`src/riscvPkg.sv`:
```
`default_nettype none

package riscvPkg;

    // one data word or one instruction
    typedef logic [31:0] word_t;
    // architectural register index
    typedef logic [4:0]  regAddr_t;
    // word index into instruction memory
    typedef logic [7:0]  imemAddr_t;

    localparam int IMEM_DEPTH = 256;
    localparam int DMEM_DEPTH = 64;
    // data memory word index width
    localparam int DMEM_AW    = $clog2(DMEM_DEPTH);

    // major opcodes of the supported subset
    localparam logic [6:0] OP_RTYPE  = 7'b0110011;
    localparam logic [6:0] OP_ITYPE  = 7'b0010011;
    localparam logic [6:0] OP_LOAD   = 7'b0000011;
    localparam logic [6:0] OP_STORE  = 7'b0100011;
    localparam logic [6:0] OP_BRANCH = 7'b1100011;
    localparam logic [6:0] OP_JAL    = 7'b1101111;

    // addi x0, x0, 0
    localparam word_t NOP_INSTR = 32'h0000_0013;

    typedef enum logic [2:0] {
        ADD = 3'd0,
        SUB = 3'd1,
        AND = 3'd2,
        OR  = 3'd3,
        SLT = 3'd4
    } aluOp_e;

    typedef enum logic [1:0] {
        ALU = 2'd0,
        MEM = 2'd1,
        PC4 = 2'd2
    } resultSrc_e;

    // operand source for the execute stage
    typedef enum logic [1:0] {
        REG      = 2'b00,
        FROM_WB  = 2'b01,
        FROM_MEM = 2'b10
    } forward_e;

    // decoded controls of one instruction, all zero is a bubble
    typedef struct packed {
        logic       regWrite;
        logic       memWrite;
        logic       memRead;
        logic       branch;
        logic       jump;
        logic       aluSrcImm;
        aluOp_e     aluOp;
        resultSrc_e resultSrc;
    } ctrlT;

    typedef struct packed {
        logic     regWrite;
        regAddr_t rd;
        word_t    data;
    } wbT;

    typedef struct packed {
        logic     valid;
        regAddr_t rd;
        word_t    data;
    } retireT;

endpackage

`default_nettype wire

```
`src/regFile.sv`:
```
`timescale 1ns/1ns
`default_nettype none

module regFile (
    input  logic               clk,
    input  riscvPkg::regAddr_t rs1,
    input  riscvPkg::regAddr_t rs2,
    input  riscvPkg::wbT       wb,
    output riscvPkg::word_t    rd1,
    output riscvPkg::word_t    rd2
);

    riscvPkg::word_t regs [32];

    always_ff @(posedge clk) begin
        if (wb.regWrite && (wb.rd != '0)) begin
            regs[wb.rd] <= wb.data;
        end
    end

    // x0 is hardwired, same-cycle write passes through
    assign rd1 = (rs1 == '0) ? '0 :
                 (wb.regWrite && (wb.rd == rs1)) ? wb.data : regs[rs1];
    assign rd2 = (rs2 == '0) ? '0 :
                 (wb.regWrite && (wb.rd == rs2)) ? wb.data : regs[rs2];

    // decoder drops writes to x0 long before they get here
    assert property (@(posedge clk) wb.regWrite |-> (wb.rd != '0))
        else $error("write-back targets x0");

endmodule

`default_nettype wire

```
`config.mk`:
```
export PLATFORM = sky130hd
export DESIGN_NAME = regFile
export DESIGN_NICKNAME = d
export VERILOG_FILES = /design/src/riscvPkg.sv /design/src/regFile.sv
export SDC_FILE = /design/constraint.sdc
export NUM_CORES = 1
export LEC_CHECK = 0
export BUFFER_PORTS_ARGS = -buffer_cell sky130_fd_sc_hd__buf_4
export CAP_MARGIN = 20
export CORE_MARGIN = 2
export CORE_UTILIZATION = 38
export DETAILED_ROUTE_END_ITERATION = 6
export PLACE_DENSITY = 0.54
export SYNTH_ARGS = -nofsm -noshare
export SYNTH_HDL_FRONTEND = slang
export SYNTH_SLANG_ARGS = --single-unit
```
`constraint.sdc`:
```
create_clock -name clk -period 3.1 [get_ports clk]
set_clock_uncertainty 0.1 [all_clocks]
set_input_delay 0 -clock clk [delete_from_list [all_inputs] [get_ports clk]]
set_output_delay 0 -clock clk [all_outputs]
set_load 0.01 [all_outputs]
```
# After elaboration in Yosys (flattened, before gate mapping)
# Memories as Yosys holds them, arrays and structs flattened.
# Cells that the tools add are included.
[op_classes]
eq_ne = 2
muxes = 6
reduce_logical = 6
[op_table]
columns = ["op", "n"]
rows = [
  ["$mux 32", 4],
  ["$eq 5x5->1", 2],
  ["$logic_not 5->1", 2],
  ["$reduce_bool 5->1", 1],
  ["$logic_and 1x1->1", 3],
  ["$mux 1", 2],
]
[totals]
regBits = 0
ramBits = 1024
input_bits = 49
wordCells = 15
n_memories = 1
[memory_table]
columns = ["name", "words", "width", "read_ports", "rd_clocked_by_memory_dff", "write_ports", "line_no", "text"]
rows = [
  ["regs", 32, 32, 2, 0, 1, "regFile.sv:13", "riscvPkg::word_t regs [32];"],
]

# Logic depth before layout (Yosys ltp)
[depth]
ltp_word = 4
ltp_mapped = 10

# Worst setup path after synthesis
# No wires, ideal clock.
[synth_timing]
path_type = "input to register"
start = "input wb[32] (netlist bit)"
end = "memory regs[20][0] (netlist bit) (enable)"
arrival_ps = 2156
required_ps = 2579
setup_slack_ps = 423
path_stages = 4
n_path_buf = 2
path_cell_list = "clkbuf_1 or3b_2 clkbuf_1 nor2_1"
[synth_via]
elab_chain_len = 4
[synth_lines]
columns = ["element", "line_no", "text"]
rows = [
  ["start, declared", "regFile.sv:8", "input riscvPkg::wbT wb,"],
  ["$reduce_bool 5->1", "regFile.sv:16", "if (wb.regWrite && (wb.rd != '0)) begin"],
  ["$logic_and 1x1->1", "regFile.sv:16", ""],
  ["$mux 1", "regFile.sv:16", ""],
  ["$mux 1 (implied by the code)", "regFile.sv:17", "regs[wb.rd] <= wb.data;"],
  ["end, declared", "regFile.sv:13", ""],
]
# Several ways; a longest one is shown, not always the timed one.

==> flow_metrics.env <==
export IMPL_die_x_um=359
export IMPL_die_area_um2=129000
export IMPL_start_kind="flop"
export IMPL_drt_iter0_drc=3886
export IMPL_grt_pass1_vias=29800
export IMPL_antenna_left=0
export IMPL_layout_cells_non_filler=4550
export IMPL_dpl_hpwl_mm=102
export IMPL_first_pass_iters=5
export IMPL_h_tree_depth=3
export IMPL_final_max_slew_viol_count=0
export IMPL_crit_path_max_fanout=2
export IMPL_ctsLongestPathBuffers=3
export IMPL_wl_mm=169
export IMPL_tritoncts="built"
export IMPL_grt_overflow=0
export IMPL_whs_endpoint="regs[23][20]$_DFFE_PP_"
export IMPL_antenna_found_initial=12
export IMPL_wl_per_cell_um=37.2
export IMPL_cap_violations=0
export IMPL_hold_viol_final=0
export IMPL_fin_tns_setup_ns=0
export IMPL_combPwrFrac_pct=9.9
export IMPL_tightest_slew_ns=0.932
export IMPL_synth_seq_cells=1024
export IMPL_synth_top_area_cell="edfxtp_1"
export IMPL_syn_area_per_cell_um2=19.0
export IMPL_p_leak_nw=18.3
export IMPL_fin_nets=2854
export IMPL_worstPathArrival_ns=2.94
export IMPL_worstSetupPathType="flop to output port"
export IMPL_area_growth_synth_to_final_pct=17.2
export IMPL_cts_buffers=111
export IMPL_clk_pin_slew_ns=0.06
export IMPL_synthCells=2520
export IMPL_viasPerCell=6.45
export IMPL_use_met2_pct=41.4
export IMPL_cts_root_buf="clkbuf_16"
export IMPL_power_total_mw=32.0
export IMPL_hold_path_depth=5
export IMPL_fillers=10700
export IMPL_postCtsSetupRepairBufs=0
export IMPL_vias=29300
export IMPL_crit_path_end_kind="output port"
export IMPL_gp_congestion=0.854
export IMPL_core_area_um2=125000
export IMPL_busiest_layer="met2"
export IMPL_yosysSeqAreaShare_pct=64.2
export IMPL_synth_ff_type="edfxtp_1"
export IMPL_largestRegisters="regs (1024)"
export IMPL_fin_crit_ns=3.04
export IMPL_grt_pass1_wl_mm=235
export IMPL_ys_types=53
export IMPL_ys_top_cells_by_area="edfxtp_1, mux4_2, mux2i_1"
export IMPL_grtUsageMet3_pct=5.62
export IMPL_status="finished, final reports clean"
export IMPL_ys_async_sr_fraction_pct=0
export IMPL_ir_worst_vdd_mv=0.404
export IMPL_synth_edf_count=1024
export IMPL_start_util_pct=38.2
export IMPL_p_per_area_nw_per_um2=570
export IMPL_place_port_buffers=112
export IMPL_yosysTopAreaCellShare_pct=64.2
export IMPL_rsz0062_at_grt="no"
export IMPL_grt_use_total_pct=25.9
export IMPL_grt_max_degree=74
export IMPL_power_share_clock_pct=41.5
export IMPL_hold_path_class="input pin to flop"
export IMPL_timing_fmax_ghz=0.329
export IMPL_power_frac_seq_pct=48.5
export IMPL_setup_viol=0
export IMPL_ys_warn_count=0
export IMPL_use_met1_pct=35.3
export IMPL_cp_required_ns=3.00
export IMPL_largest_reg_flops=1024
export IMPL_hp_start="wb[37]"
export IMPL_cts_sinks=1024
export IMPL_fin_crit_sh_pct=97.9
export IMPL_p_int_mw=24.4
export IMPL_ios=113
export IMPL_p_switching_mw=7.57
export IMPL_synth_commonest_cells="edfxtp_1, mux4_2, mux2i_1"
export IMPL_yosysMostFrequentCell="edfxtp_1"
export IMPL_holdWs_ns=0.122
export IMPL_drc_errors=0
export IMPL_rows=130
export IMPL_final_layout_size_suffix_gt1_share_pct=33.9
export IMPL_p_sw_share_pct=23.7
export IMPL_die_y_um=359
export IMPL_regMostFlops="regs"
export IMPL_maxSlewHeadroom_pct=37.8
export IMPL_synth_area_um2=47900
export IMPL_placed_cells=4301
-- routing by layer --
layer	wire, um	vias to the layer above
met5	90	-
met4	5180	14
met3	16400	315
met2	80200	1783
met1	67200	15800
li1	-	11500
-- worst max-delay path: stages (launching register included) --
cell       delay (ns)
edfxtp_1         0.40
mux4_2           0.47
a22o_1           0.24
a2111oi_0        0.57
o31ai_1          0.21
buf_4            0.19
buf_4            0.14
-- kinds of logic after synthesis --
logic type / share of synthesized area, %
AND/OR/NAND/NOR: 1.99
multiplexers: 24.7
other: 0.00783
AO/OA/AOI/OAI: 6.44
flip-flops: 64.2
XOR/XNOR: 0.183
buffers and inverters: 2.43
-- power by group through the flow --
stage	Combinational [mW]	Clock [mW]	Sequential, mW
2_1_floorplan	1.71	0	15.8
4_1_cts	3.17	13.5	15.5
5_1_grt	3.32	14.0	15.5
3_3_place_gp	3.09	0	15.8
6_report	3.18	13.3	15.5
3_5_place_dp	3.12	0	15.8
-- area by class of cell --
type / count / area [um2] / area share (%)
Sequential cell: 1024 / 30700 / 54.8
Multi-Input combinational cell: 1316 / 16400 / 29.2
Timing Repair Buffer: 350 / 3290 / 5.86
Clock buffer: 130 / 2930 / 5.23
Tap cell: 1650 / 2060 / 3.68
Clock inverter: 75 / 674 / 1.20
Inverter: 2 / 7.51 / 0.0134
Antenna cell: 3 / 7.51 / 0.0134
-- per-stage QoR --
step | cell area, um2 | setup WS (ns) | utilization (%)
after CTS | 56100 | 0.0623 | 44.8
after global routing | 56100 | 0.00907 | 44.8
after detailed placement | 52100 | 0.200 | 41.6
final | 56100 | 0.0645 | 44.8
after floorplan | 48000 | 0.423 | -
after global placement | 52100 | 0.263 | 41.6
-- worst max-delay path by stage --
stage	startpoint	end	slack, ns	cells after the start
after floorplan	wb[32]	regs[20][0]$_DFFE_PP_	0.42	4
after global placement	rs2[0]	rd2[6]	0.26	8
after detailed placement	rs2[0]	rd2[6]	0.20	8
after CTS	regs[29][16]$_DFFE_PP_	rd1[16]	0.06	6
after global routing	regs[15][12]$_DFFE_PP_	rd2[12]	0.009	6
final	regs[15][12]$_DFFE_PP_	rd2[12]	0.06	6
-- cell usage in the layout, fill, tap and decap left out, types with 9 or more instances in the layout --
cell type	Yosys	layout
mux2i_1	210	210
nand3b_1	9	9
o221ai_1	30	30
a211oi_1	19	19
buf_12	0	42
bufinv_16	0	11
a22oi_1	81	81
clkbuf_16	0	115
a2111oi_0	25	24
nand4_1	9	9
o21ai_0	38	37
edfxtp_1	1024	1024
dlygate4sd3_1	0	41
a21oi_1	41	41
clkinv_1	0	20
buf_4	38	263
nor2_1	74	41
o31ai_1	11	11
mux2_2	30	30
clkbuf_1	78	15
a21o_1	13	13
mux4_2	417	417
o22ai_1	41	41
nor2_4	0	32
nor2b_1	17	11
xnor2_1	10	10
clkinvlp_4	0	9
a22o_1	48	48
conb_1	1	32
a221oi_1	27	27
clkinv_2	0	28
nand2_1	58	58
-- timing repair --
item	CTS	global route
hold buffers	41	0
setup endpoints to repair	1	0
hold endpoints to repair	1081	0
resized for setup	2	0
(Power assumes the default switching activity.)
