## config.mk

```make
export PLATFORM = sky130hd
export DESIGN_NAME = executeStage
export DESIGN_NICKNAME = d
export VERILOG_FILES = /design/src/riscvPkg.sv /design/src/executeStage.sv
export SDC_FILE = /design/constraint.sdc
export NUM_CORES = 1
export LEC_CHECK = 0
export ABC_AREA = 1
export BUFFER_PORTS_ARGS = -buffer_cell sky130_fd_sc_hd__buf_2
export CAP_MARGIN = 30
export CORE_MARGIN = 2
export CORE_UTILIZATION = 49
export DETAILED_ROUTE_END_ITERATION = 10
export HOLD_SLACK_MARGIN = 0.02
export PLACE_DENSITY = 0.77
export SLEW_MARGIN = 20
export SYNTH_ARGS = -nofsm -noshare
export SYNTH_HDL_FRONTEND = slang
export SYNTH_SLANG_ARGS = --single-unit
```

## constraint.sdc

```tcl
create_clock -name clk -period 3.05 [get_ports clk]
set_clock_uncertainty 0.2 [all_clocks]
set_input_delay 0 -clock clk [delete_from_list [all_inputs] [get_ports clk]]
set_output_delay 0 -clock clk [all_outputs]
set_load 0.01 [all_outputs]
```

## src/riscvPkg.sv

```systemverilog
`default_nettype none

package riscvPkg;

    // one data word or one instruction
    typedef logic [31:0] word_t;
    // architectural register index
    typedef logic [4:0]  regAddr_t;
    // word index into instruction memory
    typedef logic [7:0]  imemAddr_t;

    localparam int IMEM_DEPTH = 256;
    localparam int DMEM_DEPTH = 64;
    // data memory word index width
    localparam int DMEM_AW    = $clog2(DMEM_DEPTH);

    // major opcodes of the supported subset
    localparam logic [6:0] OP_RTYPE  = 7'b0110011;
    localparam logic [6:0] OP_ITYPE  = 7'b0010011;
    localparam logic [6:0] OP_LOAD   = 7'b0000011;
    localparam logic [6:0] OP_STORE  = 7'b0100011;
    localparam logic [6:0] OP_BRANCH = 7'b1100011;
    localparam logic [6:0] OP_JAL    = 7'b1101111;

    // addi x0, x0, 0
    localparam word_t NOP_INSTR = 32'h0000_0013;

    typedef enum logic [2:0] {
        ADD = 3'd0,
        SUB = 3'd1,
        AND = 3'd2,
        OR  = 3'd3,
        SLT = 3'd4
    } aluOp_e;

    typedef enum logic [1:0] {
        ALU = 2'd0,
        MEM = 2'd1,
        PC4 = 2'd2
    } resultSrc_e;

    // operand source for the execute stage
    typedef enum logic [1:0] {
        REG      = 2'b00,
        FROM_WB  = 2'b01,
        FROM_MEM = 2'b10
    } forward_e;

    // decoded controls of one instruction, all zero is a bubble
    typedef struct packed {
        logic       regWrite;
        logic       memWrite;
        logic       memRead;
        logic       branch;
        logic       jump;
        logic       aluSrcImm;
        aluOp_e     aluOp;
        resultSrc_e resultSrc;
    } ctrlT;

    typedef struct packed {
        logic     regWrite;
        regAddr_t rd;
        word_t    data;
    } wbT;

    typedef struct packed {
        logic     valid;
        regAddr_t rd;
        word_t    data;
    } retireT;

endpackage

`default_nettype wire

```

## src/executeStage.sv

```systemverilog
`timescale 1ns/1ns
`default_nettype none

module executeStage (
    input  logic               clk,
    input  logic               rst,
    input  riscvPkg::word_t    instrD,
    input  riscvPkg::word_t    pcD,
    input  riscvPkg::word_t    rd1,
    input  riscvPkg::word_t    rd2,
    input  riscvPkg::ctrlT     ctrlE,
    input  logic               stall,
    input  logic               flush,
    input  riscvPkg::forward_e forwardA,
    input  riscvPkg::forward_e forwardB,
    input  riscvPkg::word_t    aluResultM,
    input  riscvPkg::wbT       wb,
    output riscvPkg::regAddr_t rs1E,
    output riscvPkg::regAddr_t rs2E,
    output riscvPkg::regAddr_t rdE,
    output logic               takeBranch,
    output riscvPkg::word_t    target,
    output riscvPkg::word_t    aluOutM,
    output riscvPkg::word_t    storeDataM,
    output riscvPkg::word_t    pcPlus4M,
    output riscvPkg::regAddr_t rdM
);

    riscvPkg::word_t immD;
    riscvPkg::word_t immE;
    riscvPkg::word_t rd1E;
    riscvPkg::word_t rd2E;
    riscvPkg::word_t pcE;
    riscvPkg::word_t srcA;
    riscvPkg::word_t writeDataE;
    riscvPkg::word_t srcB;
    riscvPkg::word_t aluResult;

    // immediate format picked by opcode, I by default
    always_comb begin
        case (instrD[6:0])
            riscvPkg::OP_STORE:  immD = {{20{instrD[31]}}, instrD[31:25], instrD[11:7]};
            riscvPkg::OP_BRANCH: immD = {{19{instrD[31]}}, instrD[31], instrD[7],
                                         instrD[30:25], instrD[11:8], 1'b0};
            riscvPkg::OP_JAL:    immD = {{11{instrD[31]}}, instrD[31], instrD[19:12],
                                         instrD[20], instrD[30:21], 1'b0};
            default:             immD = {{20{instrD[31]}}, instrD[31:20]};
        endcase
    end

    // decode/execute operands
    always_ff @(posedge clk) begin
        immE <= immD;
        rd1E <= rd1;
        rd2E <= rd2;
        pcE  <= pcD;
    end

    // register indices, x0 in a bubble
    always_ff @(posedge clk) begin
        if (rst || stall || flush) begin
            rs1E <= '0;
            rs2E <= '0;
            rdE  <= '0;
        end else begin
            rs1E <= instrD[19:15];
            rs2E <= instrD[24:20];
            rdE  <= instrD[11:7];
        end
    end

    function automatic riscvPkg::word_t fwdMux(input riscvPkg::forward_e sel,
                                               input riscvPkg::word_t regVal,
                                               input riscvPkg::word_t memVal,
                                               input riscvPkg::word_t wbVal);
        case (sel)
            riscvPkg::FROM_MEM: return memVal;
            riscvPkg::FROM_WB:  return wbVal;
            default:            return regVal;
        endcase
    endfunction

    assign srcA       = fwdMux(forwardA, rd1E, aluResultM, wb.data);
    assign writeDataE = fwdMux(forwardB, rd2E, aluResultM, wb.data);
    assign srcB       = ctrlE.aluSrcImm ? immE : writeDataE;

    always_comb begin
        case (ctrlE.aluOp)
            riscvPkg::SUB: aluResult = srcA - srcB;
            riscvPkg::AND: aluResult = srcA & srcB;
            riscvPkg::OR:  aluResult = srcA | srcB;
            riscvPkg::SLT: aluResult = ($signed(srcA) < $signed(srcB)) ? 32'd1 : 32'd0;
            default:       aluResult = srcA + srcB;
        endcase
    end

    // beq equal when the difference is zero
    assign takeBranch = ctrlE.jump || (ctrlE.branch && (aluResult == '0));
    assign target     = pcE + immE;

    // execute/memory register
    always_ff @(posedge clk) begin
        aluOutM    <= aluResult;
        storeDataM <= writeDataE;
        pcPlus4M   <= pcE + 32'd4;
        rdM        <= rdE;
    end

endmodule

`default_nettype wire

```

==> flow_metrics.tcl, run 1 <==
set metrics [dict create \
    outcome "aborted with a tool error" \
    failed_stage "5_1_grt" \
    error_line "[ERROR GRT-0116] Global routing finished with congestion. Check the congestion regions in the DRC Viewer." \
    synth_cell_types 50 \
    async_flop_share 0 \
    grt-ovfl-total 6 \
    synth_fp_nets 2525 \
    syn_area_per_cell_um2 6.83 \
    grt_pass1_wl_mm 153 \
    synth_xor_area_frac 0.0348 \
    numPortBuffers 354 \
    hpwlAfterDp_mm 52.4 \
    synth_top_area_share 0.314 \
    synth_fa_ha_area_frac 0.115 \
    h-tree-depth 1 \
    synth_largest_area_cell "dfxtp_1" \
    cts-root-buf "clkbuf_16" \
    syn-cell-area_um2 14800 \
    dp.cells 3254 \
    synth_edf_count 0 \
    die_w_um 178 \
    syn_inst 2173 \
    synthSimpleGateAreaFrac 0.265 \
    num_rows 63 \
    grtUsageTotal 0.659 \
    ctsLongestPathBuffers 3 \
    first_global_vias 24800 \
    seq_area_frac_synth 0.314 \
    synthTopCellsByArea "dfxtp_1, nand2_1, ha_1" \
    synth_compound_area_frac 0.158 \
    io_pins 366 \
    ys_seq_elements 233 \
    die_h_um 178 \
    floorplan.initialDensity 0.500 \
    synth.area.mux_share 0 \
    ys.flop_type "dfxtp_1" \
    cts.sinks 233 \
    synth_top_family_by_area "simple AND/OR/NAND/NOR gates" \
    grt_max_degree 39 \
    place.gp.congestion 1.02 \
    ys_warn_count 0 \
    numCtsBuffers 25 \
]
## cells by family after synthesis
logic type	count (synthesis)
compound gates	384
xor+xnor	59
fa+ha+maj	135
buf+inv	437
flops	233
simple gates	925
## metal layers
layer | track usage | GRT overflow
met5 | 0.264 | 0
met4 | 0.642 | 5
met3 | 0.465 | 0
met2 | 0.873 | 1
met1 | 0.642 | 0
## synthesized netlist by cell type, types with 20 or more instances
cell type / instances
o21ai_0: 144
nand4_1: 25
nor3_1: 20
dfxtp_1: 233
inv_1: 363
clkbuf_1: 41
a221o_1: 60
buf_2: 21
a21oi_1: 124
xnor2_1: 20
ha_1: 132
nand2_1: 463
nor2_1: 207
xor2_1: 39
nand3_1: 181
## metrics by stage
stage | setup WS, ns | TNS, ns | util | instance area, µm² | hold slack, ns
2_1_floorplan | 0.00258 | 0 | - | 14900 | -0.172
3_3_place_gp | -1.28 | -12.69 | 0.673 | 20000 | -0.0981
3_5_place_dp | -1.27 | -13.45 | 0.673 | 20000 | -0.0964
4_1_cts | -0.678 | -1.92 | 0.833 | 24700 | 0.0272
## what timing repair did
item | in CTS
hold buffers | 298
endpoints found under the hold margin | 169
gates resized for setup | 199
endpoints found under the setup margin | 27
buffers inserted | 19
pin swaps | 52
==> run 2, diff against run 1 <==
Settings changed: CORE_UTILIZATION 49 to 40, HOLD_SLACK_MARGIN 0.02 to not set, PLACE_DENSITY 0.77 to not set, PLACE_DENSITY_LB_ADDON set to 0.15.
Clock period 3.05 ns to 3.96 ns, I/O delays scaled along.
==> flow_metrics.tcl, run 2 <==
set metrics [dict create \
    synth_top_family_by_area "simple AND/OR/NAND/NOR gates" \
    numCtsBuffers 27 \
    grt-ovfl-total 0 \
    grt_pass1_wl_mm 104 \
    total_power_mw 9.94 \
    first_global_vias 18700 \
    n_fill_cell 3115 \
    synth_fp_nets 2525 \
    syn_inst 2173 \
    worstSetupPathType "reg2out" \
    path_max_fanout 6 \
    synth_largest_area_cell "dfxtp_1" \
    tns_ns 0 \
    wl_met3_mm 5.11 \
    hpwlAfterDp_mm 51.9 \
    clkTransAtPathRegs_ns 0.06 \
    die_h_um 197 \
    r2r_slack_ns 0.76 \
    num_rows 70 \
    route.detailed.drc 0 \
    layout_min_cycle_time_ns 3.80 \
    synth_fa_ha_area_frac 0.115 \
    final_cell_mix "nand2_1, inv_1, buf_2" \
    dp.cells 3191 \
    synthSimpleGateAreaFrac 0.265 \
    peakVddDrop_mv 0.343 \
    layout-drive-gt1-share 0.285 \
    met2_length_mm 33.1 \
    seq_area_frac_synth 0.314 \
    finalMaxSlewViolations 0 \
    netlist_top_cells_count "nand2_1, inv_1, dfxtp_1, nor2_1, nand3_1" \
    die_w_um 197 \
    timing.fmax_ghz 0.263 \
    tightest_slew_ns 0.805 \
    final_cell_area_um2 24000 \
    syn-cell-area_um2 14800 \
    required_ns 3.76 \
    fin_ws_ns 0.161 \
    setup_violations 0 \
    cts.sinks 233 \
    place.gp.congestion 0.985 \
    arrival_ns 3.60 \
    final_common_cell "nand2_1" \
    tritoncts "yes" \
    coreArea_um2 36600 \
    synth_edf_count 0 \
    rsz0062_at_grt "true" \
    cellPowerDensity_nw_per_um2 413 \
    h-tree-depth 1 \
    pre_cts_slack_ns -0.331 \
    numPortBuffers 354 \
    ys_warn_count 0 \
    dpl_cell_area_um2 19000 \
    outcome "finished clean" \
    via_per_inst 5.19 \
    final_nets 3438 \
    ctsLongestPathBuffers 3 \
    min_period_over_period 0.959 \
    synth_top_area_share 0.314 \
    critPathLaunchType "flip-flop" \
    synth.area.mux_share 0 \
    ant_nets 0 \
    num_vias 18600 \
    grtUsageTotal 0.346 \
    min_path_type "in2out" \
    grt_max_degree 33 \
    synth_xor_area_frac 0.0348 \
    antenna_found_initial 11 \
    syn_area_per_cell_um2 6.83 \
    ys.flop_type "dfxtp_1" \
    ys_seq_elements 233 \
    dr.max_layer_used "met5" \
    power.leakage_nw 12.4 \
    synth_cell_types 50 \
    cts-root-buf "clkbuf_16" \
    finalHoldViolations 0 \
    async_flop_share 0 \
    floorplan.initialDensity 0.406 \
    syn_to_final_growth_pct 61.9 \
    yosysMostFrequentCell "nand2_1" \
    dr.pass1.iters 6 \
    critPathCaptureType "output port" \
    synth_compound_area_frac 0.158 \
    io_pins 366 \
    wl_per_cell_um 19.3 \
    synthTopCellsByArea "dfxtp_1, nand2_1, ha_1" \
    dieArea_um2 38700 \
    wl_met1_mm 27.8 \
    clk_latency_ns 0.60 \
    relSlewSlack 0.462 \
    drt_first_iter_violations 1190 \
    layoutNonFillerInstCount 3582 \
    wl_mm 69.1 \
    max_cap_viol_count 0 \
]
run 2: kinds of logic (layout without fill, tap and decap cells):
group                      after synthesis  after routing
and+or+nand+nor                        925            925
buffers and inverters                  437           1371
AOI/OAI and AO/OA                      384            384
DFF                                    233            233
adders and majority gates              135            135
xor gates and xnor gates                59             59
other                                    0              7
run 2: area by class of cell:
type	count	area (µm²)	share of cell area
inverters	373	1400	0.0582
multi-input cells	1503	9270	0.386
diodes	7	17.5	0.000729
clock buffers	35	776	0.0323
clock inverters	15	199	0.00828
repair buffers	948	7130	0.296
well taps	468	586	0.0244
flip-flops and latches	233	4670	0.194
run 2: what timing repair did:
item                                    in CTS  in global routing
endpoints found under the setup margin       1                  1
resized for setup                           34                221
pin swaps                                    2                 50
hold buffers                               324                  0
setup buffers                                0                 11
hold endpoints to repair                   168                  0
run 2: metal layers:
metal	GRT usage	vias to the layer above
li1	-	8884
met1	0.422	8700
met2	0.608	808
met3	0.0650	194
met4	0.127	10
met5	0	-
run 2: metrics by stage:
step	hold slack [ns]	util
after detailed placement	-0.0964	0.518
after floorplan	-0.172	-
after global routing	0.0794	0.656
final	0.0587	0.657
after global placement	-0.0981	0.518
after CTS	0.0134	0.636
run 2: worst max-delay path, cell delays in order (launching register included):
cell	delay [ns]
dfxtp_1	0.31
o21ai_1	0.23
buf_4	0.16
o21ai_1	0.11
ha_4	0.36
buf_4	0.14
nand2_1	0.09
inv_1	0.09
nand3_1	0.16
nor2_2	0.17
nand4_1	0.22
nand3_1	0.16
nand2_1	0.07
nand3_1	0.10
nand3_2	0.12
nor2_2	0.11
nand2_1	0.06
nor2_1	0.13
nand3_2	0.08
nand2_1	0.06
buf_2	0.12
run 2: worst paths after layout:
path | start | to | cells after the start
setup / recovery | rd2E[14] | takeBranch | 20
hold / removal | ctrlE[6] | takeBranch | 4
setup reg to reg | rd1E[1] | aluOutM[1] | 11
hold reg to reg | rdE[2] | rdM[2] | 0
run 2: where the power goes:
part	switching, mW	internal, mW
logic	2.54	1.98
registers	0.0972	2.58
clock network	1.09	1.65
No activity file was read; power rests on OpenSTA's default activity.
