**config.mk**
```make
export PLATFORM = sky130hd
export DESIGN_NAME = pipelineControl
export DESIGN_NICKNAME = d
export VERILOG_FILES = /design/src/riscvPkg.sv /design/src/pipelineControl.sv
export SDC_FILE = /design/constraint.sdc
export NUM_CORES = 1
export LEC_CHECK = 0
export BUFFER_PORTS_ARGS = -buffer_cell sky130_fd_sc_hd__buf_4
export CAP_MARGIN = 20
export CORE_MARGIN = 4
export CORE_UTILIZATION = 30
export CTS_CLUSTER_DIAMETER = 30
export CTS_CLUSTER_SIZE = 16
export DETAILED_ROUTE_END_ITERATION = 12
export PLACE_DENSITY = 0.75
export SLEW_MARGIN = 10
export SYNTH_ARGS = -nofsm -noshare
export SYNTH_HDL_FRONTEND = slang
export SYNTH_SLANG_ARGS = --single-unit
```
**constraint.sdc**
```tcl
create_clock -name clk -period 3.7 [get_ports clk]
set_input_delay 0.37 -clock clk [delete_from_list [all_inputs] [get_ports clk]]
set_output_delay 0.37 -clock clk [all_outputs]
set_load 0.1 [all_outputs]
```
**src/riscvPkg.sv**
```systemverilog
`default_nettype none

package riscvPkg;

    // one data word or one instruction
    typedef logic [31:0] word_t;
    // architectural register index
    typedef logic [4:0]  regAddr_t;
    // word index into instruction memory
    typedef logic [7:0]  imemAddr_t;

    localparam int IMEM_DEPTH = 256;
    localparam int DMEM_DEPTH = 64;
    // data memory word index width
    localparam int DMEM_AW    = $clog2(DMEM_DEPTH);

    // major opcodes of the supported subset
    localparam logic [6:0] OP_RTYPE  = 7'b0110011;
    localparam logic [6:0] OP_ITYPE  = 7'b0010011;
    localparam logic [6:0] OP_LOAD   = 7'b0000011;
    localparam logic [6:0] OP_STORE  = 7'b0100011;
    localparam logic [6:0] OP_BRANCH = 7'b1100011;
    localparam logic [6:0] OP_JAL    = 7'b1101111;

    // addi x0, x0, 0
    localparam word_t NOP_INSTR = 32'h0000_0013;

    typedef enum logic [2:0] {
        ADD = 3'd0,
        SUB = 3'd1,
        AND = 3'd2,
        OR  = 3'd3,
        SLT = 3'd4
    } aluOp_e;

    typedef enum logic [1:0] {
        ALU = 2'd0,
        MEM = 2'd1,
        PC4 = 2'd2
    } resultSrc_e;

    // operand source for the execute stage
    typedef enum logic [1:0] {
        REG      = 2'b00,
        FROM_WB  = 2'b01,
        FROM_MEM = 2'b10
    } forward_e;

    // decoded controls of one instruction, all zero is a bubble
    typedef struct packed {
        logic       regWrite;
        logic       memWrite;
        logic       memRead;
        logic       branch;
        logic       jump;
        logic       aluSrcImm;
        aluOp_e     aluOp;
        resultSrc_e resultSrc;
    } ctrlT;

    typedef struct packed {
        logic     regWrite;
        regAddr_t rd;
        word_t    data;
    } wbT;

    typedef struct packed {
        logic     valid;
        regAddr_t rd;
        word_t    data;
    } retireT;

endpackage

`default_nettype wire

```
**src/pipelineControl.sv**
```systemverilog
`timescale 1ns/1ns
`default_nettype none

module pipelineControl (
    input  logic               clk,
    input  logic               rst,
    input  riscvPkg::word_t    instrD,
    input  riscvPkg::regAddr_t rs1E,
    input  riscvPkg::regAddr_t rs2E,
    input  riscvPkg::regAddr_t rdE,
    input  logic               takeBranch,
    input  riscvPkg::regAddr_t wbM,
    input  riscvPkg::wbT       wb,
    output riscvPkg::ctrlT     ctrlE,
    output riscvPkg::ctrlT     ctrlM,
    output riscvPkg::forward_e forwardA,
    output riscvPkg::forward_e forwardB,
    output logic               stall,
    output logic               flush
);

    logic [6:0]         opcode;
    logic [2:0]         funct3;
    logic               funct7b5;
    riscvPkg::regAddr_t rs1D;
    riscvPkg::regAddr_t rs2D;
    riscvPkg::regAddr_t rdD;
    riscvPkg::ctrlT     ctrlD;
    logic               loadUse;

    // decode-stage fields
    assign opcode   = instrD[6:0];
    assign funct3   = instrD[14:12];
    assign funct7b5 = instrD[30];
    assign rs1D     = instrD[19:15];
    assign rs2D     = instrD[24:20];
    assign rdD      = instrD[11:7];

    always_comb begin
        ctrlD = '0;
        case (opcode)
            riscvPkg::OP_RTYPE: begin
                ctrlD.regWrite = 1'b1;
                case (funct3)
                    3'b000:  ctrlD.aluOp = funct7b5 ? riscvPkg::SUB : riscvPkg::ADD;
                    3'b010:  ctrlD.aluOp = riscvPkg::SLT;
                    3'b110:  ctrlD.aluOp = riscvPkg::OR;
                    3'b111:  ctrlD.aluOp = riscvPkg::AND;
                    // unsupported funct3 retires as a nop
                    default: ctrlD.regWrite = 1'b0;
                endcase
            end
            riscvPkg::OP_ITYPE: begin
                // addi only
                ctrlD.regWrite  = (funct3 == 3'b000);
                ctrlD.aluSrcImm = 1'b1;
            end
            riscvPkg::OP_LOAD: begin
                ctrlD.regWrite  = 1'b1;
                ctrlD.memRead   = 1'b1;
                ctrlD.aluSrcImm = 1'b1;
                ctrlD.resultSrc = riscvPkg::MEM;
            end
            riscvPkg::OP_STORE: begin
                ctrlD.memWrite  = 1'b1;
                ctrlD.aluSrcImm = 1'b1;
            end
            riscvPkg::OP_BRANCH: begin
                // beq compares via subtract
                ctrlD.branch = (funct3 == 3'b000);
                ctrlD.aluOp  = riscvPkg::SUB;
            end
            riscvPkg::OP_JAL: begin
                ctrlD.regWrite  = 1'b1;
                ctrlD.jump      = 1'b1;
                ctrlD.resultSrc = riscvPkg::PC4;
            end
            default: ctrlD = '0;
        endcase
        // x0 destination never writes back
        if (rdD == '0) begin
            ctrlD.regWrite = 1'b0;
        end
    end

    // load in execute feeding the decode instruction
    assign loadUse = ctrlE.memRead && (rdE != '0) && ((rdE == rs1D) || (rdE == rs2D));
    // taken branch or jal kills the two younger slots
    assign flush   = takeBranch;
    assign stall   = loadUse && !takeBranch;

    // control pipe D -> E -> M
    always_ff @(posedge clk) begin
        if (rst || flush || stall) begin
            ctrlE <= '0;
        end else begin
            ctrlE <= ctrlD;
        end
    end

    always_ff @(posedge clk) begin
        if (rst) begin
            ctrlM <= '0;
        end else begin
            ctrlM <= ctrlE;
        end
    end

    // memory stage is newer so it wins over write-back
    // x0 drops out here because its writes never carry regWrite
    function automatic riscvPkg::forward_e fwdSel(input riscvPkg::regAddr_t src);
        riscvPkg::forward_e sel;
        sel = riscvPkg::REG;
        if (ctrlM.regWrite && (wbM == src)) begin
            sel = riscvPkg::FROM_MEM;
        end else if (wb.regWrite && (wb.rd == src)) begin
            sel = riscvPkg::FROM_WB;
        end
        return sel;
    endfunction

    assign forwardA = fwdSel(rs1E);
    assign forwardB = fwdSel(rs2E);

    // forwarding must come from a real destination
    assert property (@(posedge clk) disable iff (rst)
        (forwardA == riscvPkg::FROM_MEM || forwardB == riscvPkg::FROM_MEM) |-> (wbM != '0))
        else $error("forward from memory stage with rd x0");

    assert property (@(posedge clk) disable iff (rst)
        (forwardA == riscvPkg::FROM_WB || forwardB == riscvPkg::FROM_WB) |-> (wb.rd != '0))
        else $error("forward from write-back with rd x0");

    // second slot behind a taken branch is the fetch bubble
    assert property (@(posedge clk) disable iff (rst)
        $past(flush, 2) |->
            !(ctrlE.regWrite || ctrlE.memWrite || ctrlE.branch || ctrlE.jump))
        else $error("ctrlE not a bubble two cycles after flush");

endmodule

`default_nettype wire

```
## After elaboration in Yosys (flattened, before gate mapping)

Index checks and enable logic that the tools add are counted.

- Bits in registers: 22
- Input port bits: 93
- Output and inout port bits: 28
- Word-level logic and storage cells: 65

- Equal/unequal tests: 15
- Mux-type cells: 14
- Bitwise operators: 1
- Reductions and logical operators: 19

Operator list:

| cell | count |
|---|---|
| 5-bit == test | 6 |
| 7-bit by 6-bit == test with 1-bit output, second input constant | 2 |
| 7-bit == test, second input constant | 2 |
| 3-bit one-hot mux with 4 select lines | 1 |
| 1-bit 2-to-1 mux | 8 |
| 7-bit by 2-bit == test with 1-bit output, second input constant | 1 |
| 7-bit by 5-bit == test with 1-bit output, second input constant | 1 |
| 1-bit logical AND | 7 |
| 3-bit == test, second input constant | 2 |
| 3-bit one-hot mux with 2 select lines | 1 |
| 2-bit OR reduction | 3 |
| 5-bit logical NOT | 1 |
| 5-bit nonzero test | 1 |
| 2-bit 2-to-1 mux | 2 |
| 2-bit one-hot mux with 2 select lines | 1 |
| 4-bit OR reduction | 1 |
| 3-bit by 2-bit == test with 1-bit output, second input constant | 1 |
| 3-bit logical NOT | 1 |
| 1-bit logical OR | 3 |
| 1-bit one-hot mux with 3 select lines | 1 |
| 3-bit OR reduction | 1 |
| 1-bit logical NOT | 1 |
| 1-bit NOT | 1 |

## Depth between registers and ports, before layout

- Depth after elaboration: 6
- Depth in mapped cells: 5
- Gate-level depth less buffers: 5

## Least setup slack after synthesis

OpenSTA, ideal clock, no wires.

- Path kind: reg-to-reg
- Start: reg ctrlE[8] in the netlist's numbering
- End: reg ctrlE[2] in the netlist's numbering
- Library setup time: 0.293 ns
- Data arrival time: 4.392 ns
- Required time: 3.407 ns
- Slack: -0.985 ns
- Stages on the path, launching flop included: 4
- Path buffers: 0
- Period minus slack after synthesis: 4.685 ns
- Cell sequence: dfxtp_1 > inv_1 > nor4_1 > nor4_1

- Word-level cells in the longest chain between the ends: 4

RTL lines:

| element | line | RTL |
|---|---|---|
| from (decl) | pipelineControl.sv:14 | `output riscvPkg::ctrlT ctrlE,` |
| from (signal assigned) | pipelineControl.sv:97 | `ctrlE <= ctrlD;` |
| 1-bit logical AND (2 in a row) | pipelineControl.sv:87 | `assign loadUse = ctrlE.memRead && (rdE != '0) && ((rdE == rs1D) \|\| (rdE == rs2D));` |
| 1-bit logical AND | pipelineControl.sv:90 | `assign stall = loadUse && !takeBranch;` |
| via stall | pipelineControl.sv:18 | `output logic stall,` |
| 1-bit logical OR | pipelineControl.sv:94 | `if (rst \|\| flush \|\| stall) begin` |

The timed path passes the listed nets, and every way through them passes these cells.
A chain may end at the register's enable or synchronous reset.

## Worst setup path after layout

- Start: in rdE[2]
- End: out stall

- Word-level cells in the longest chain between the ends: 4

RTL lines:

| element | line | RTL |
|---|---|---|
| from (decl) | pipelineControl.sv:10 | `input riscvPkg::regAddr_t rdE,` |
| 5-bit == test or 5-bit nonzero test (tied branches) | pipelineControl.sv:87 |  |
| 1-bit logical OR or 1-bit logical AND (tied branches) | pipelineControl.sv:87 |  |
| 1-bit logical AND * | pipelineControl.sv:87 |  |
| 1-bit logical AND * | pipelineControl.sv:90 |  |
| to (decl) | pipelineControl.sv:18 |  |

Mark *: on every way between the ends. The rest lies on a longest branch, timed or not.

==> reports/qor.txt <==
Global-route wire length before repair: 4230 um
Post-Synth XOR/XNOR Area: 24.1%
Clock buffer depth: 2
GR Overflow Total: 0
Final Wtd Congestion: 0.725
Global route hottest layer: met2
Seq cells post-synth: 20
Register area: 400 um^2
Met2 Use GR: 20.8%
Root Driver: clkbuf_4
Io pins: 121
FF-to-FF setup slack: 2.37 ns
Synth Warn #: 0
Lkg Pwr: 0.810 nW
Worst rel slew slack: 63.3%
Non-Filler Instances: 246
Worst R2R Path Depth: 3
Dpl hpwl: 2520 um
Slowest CP cell: buf_4
Commonest non-fill, non-tap cell in the layout: buf_4
PwrDens: 239 nW/um^2
Finished Cell Area: 1760 um^2
Core area: 3420 um^2
Met3 usage: 1.64%
Via/cell ratio: 4.40
Final setup violation count: 0
Largest family of logic cells by synthesized area: simple AND/OR/NAND/NOR gates
Met1 usage: 14.2%
Status: finished, final reports clean
Final Hold Vio Count: 0
Die Area: 4670 um^2
Num CTS Buffers: 3
Clock Skews: 0.00305 ns
Worst hold stages: 2
Avg Cell Area, Syn: 8.94 um^2
Area Growth Syn to Fin: 60.9%
Post-cts resize count: 0
Post-route minimum period: 2.07 ns
Max H-tree Level: 1
Top delay family on crit path: simple AND/OR/NAND/NOR gates
Dpl cell area: 1730 um^2
Synth cell types: 29
Clock Latency Late Sink: 0.28 ns
Slew Viols, Final: 0
DR iter-0 viols: 15
Number of nets in the final layout: 295
Min-Delay Startpoint: instrD[4]
Antenna violations before repair: 0
CTS tree: built
CP startpoint kind: input pin
Critical Path Sink Type: primary output
Final Power: 420 uW
ANT cells: 0
Simple-gate share of the synthesized area: 28.4%
Vias: 1082
Post-Synth Adder-Cell Area: 0%
Number of DRC violations after detailed routing: 0
Kind of critical path: in -> out
Placed cells: 243
DR WL/cell: 11.6 um
Synthesized cell area: 1090 um^2
Reg clk slew, reported paths: 0.09 ns
Worst-Margin Slew: 0.548 ns
Fmax: 483 MHz
Largest net degree at the start of global routing: 12
Reg-to-Reg Start: ctrlE[8]$_SDFF_PP0_
Worst-path cell chain: buf_4 -> xor2_1 -> nor3_1 -> a22oi_1 -> nor4_2 -> buf_4
Vias in the first global route: 1038
Most frequent CP cell: buf_4
Rows: 21
Crit-path max cell delay: 0.35 ns
CP bufs+invs: 2
Post-synthesis sequential area ratio: 36.7%
Setup bufs post-CTS: 0
Die Ht: 68.3 um
GRT Total Usage: 11.6%
RSZ-0062 raised after global routing: false
Initial Utilization: 31.9%
Syn nets: 215
Hold buffer count at CTS: 0
VDD IR max: 105 uV
Commonest non-fill, non-tap cells in the layout: 82 x buf_4, 26 x xor2_1, 20 x dfxtp_1, 12 x nor2_1, 10 x nor2b_1
Final setup TNS: 0 ns
Max Cap Viol: 0
PortBufs: 82
Area of the multi-input gates: 656 um^2
Hold-critical path endpoint: ctrlE[8]$_SDFF_PP0_
Share of cells above drive strength 1: 45.0%
DIE WIDTH: 68.3 um
Reg2reg end: ctrlE[4]$_SDFF_PP0_
Mux share of post-synthesis cell area: 0.917%
WP data arrival: 1.70 ns
Total Wirelength: 2840 um
Antenna viol nets, final: 0
Critical path peak fanout: 3
DRT Pass-1 Iters: 4
Synth Instances: 122
Final Cycle Share: 55.9%
Min-delay worst type: in -> reg
CP required: 3.33 ns
Fillcell total: 348
Synth Area in Compound Gates: 6.08%
Clock sink total: 20
worst max-delay path by stage:
stage                        start             endpoint  slack (ns)  depth (start not counted)
4_1_cts                     rdE[2]                stall        1.63                          6
5_1_grt                     rdE[2]                stall        1.50                          6
3_5_place_dp                rdE[2]                stall        1.64                          6
3_3_place_gp                rdE[2]                stall        1.64                          6
2_1_floorplan  ctrlE[8]$_SDFF_PP0_  ctrlE[2]$_SDFF_PP0_        0.29                          3
6_report                    rdE[2]                stall        1.63                          6
layout make-up:
cell class / instances / share of cell area, %
inverters: 1 / 0.214
clock buffers: 3 / 1.28
well taps: 46 / 3.28
repair buffers: 82 / 35.1
multi-input cells: 94 / 37.3
flip-flops and latches: 20 / 22.8
kinds of logic after synthesis:
| group | Yosys count |
|---|---|
| AO/OA/AOI/OAI | 7 |
| multiplexers | 1 |
| flip-flops | 20 |
| XOR/XNOR | 30 |
| buffers and inverters | 8 |
| AND/OR/NAND/NOR | 56 |
worst register-to-register path, cell delays in order (launching register included):
cell	delay, ns
dfxtp_1	0.35
inv_1	0.10
o41ai_4	0.60
nor3_1	0.15
routing by layer:
layer | wire length, um | vias up | share of wire, %
li1 | - | 572 | -
met4 | 27 | 0 | 0.95
met3 | 268 | 2 | 9.4
met2 | 1350 | 45 | 47
met1 | 1200 | 463 | 42
met5 | 0 | - | 0
per-stage QoR:
| stage | utilization [%] | hold slack, ns | setup WS, ns |
|---|---|---|---|
| global placement | 50.7 | 0.449 | 1.64 |
| detailed placement | 50.7 | 0.452 | 1.64 |
| global route | 51.4 | 0.322 | 1.50 |
| finish | 51.4 | 0.327 | 1.63 |
| floorplan | - | 0.503 | 0.290 |
| CTS | 51.4 | 0.321 | 1.63 |
synthesized netlist by cell type:
| cell | instances | area, um^2 |
|---|---|---|
| o41ai_4 | 1 | 27.5 |
| or4_1 | 2 | 15.0 |
| a211oi_1 | 2 | 15.0 |
| a21oi_1 | 1 | 5.00 |
| inv_1 | 1 | 3.75 |
| nor4_2 | 1 | 12.5 |
| or2_2 | 1 | 6.26 |
| nand3_1 | 3 | 15.0 |
| a31oi_1 | 1 | 6.26 |
| nand4_1 | 3 | 18.8 |
| xnor2_1 | 4 | 35.0 |
| or3_1 | 1 | 6.26 |
| clkbuf_1 | 3 | 11.3 |
| buf_1 | 1 | 3.75 |
| a22oi_1 | 1 | 7.51 |
| nand2b_1 | 1 | 6.26 |
| nor3_1 | 7 | 35.0 |
| nor2b_1 | 10 | 62.6 |
| nor4_1 | 8 | 50.1 |
| and3_1 | 2 | 12.5 |
| xor2_1 | 26 | 228 |
| mux2i_1 | 1 | 10.0 |
| o21ai_0 | 1 | 5.00 |
| nor2_1 | 12 | 45.0 |
| nand2_1 | 3 | 11.3 |
| dfxtp_1 | 20 | 400 |
| nand3b_1 | 1 | 7.51 |
| nor2_2 | 1 | 6.26 |
| buf_4 | 3 | 22.5 |
registers in the layout, summed over array words and instances, names as in the netlist:
register,count
ctrlM,10
ctrlE,10
power by group:
part | total [mW] | internal (mW) | switching (mW)
logic | 0.114 | 0.0602 | 0.0536
registers | 0.216 | 0.215 | 0.000155
clock network | 0.0910 | 0.0377 | 0.0533
total | 0.420 | 0.313 | 0.107
No activity file was read; power rests on OpenSTA's default activity.
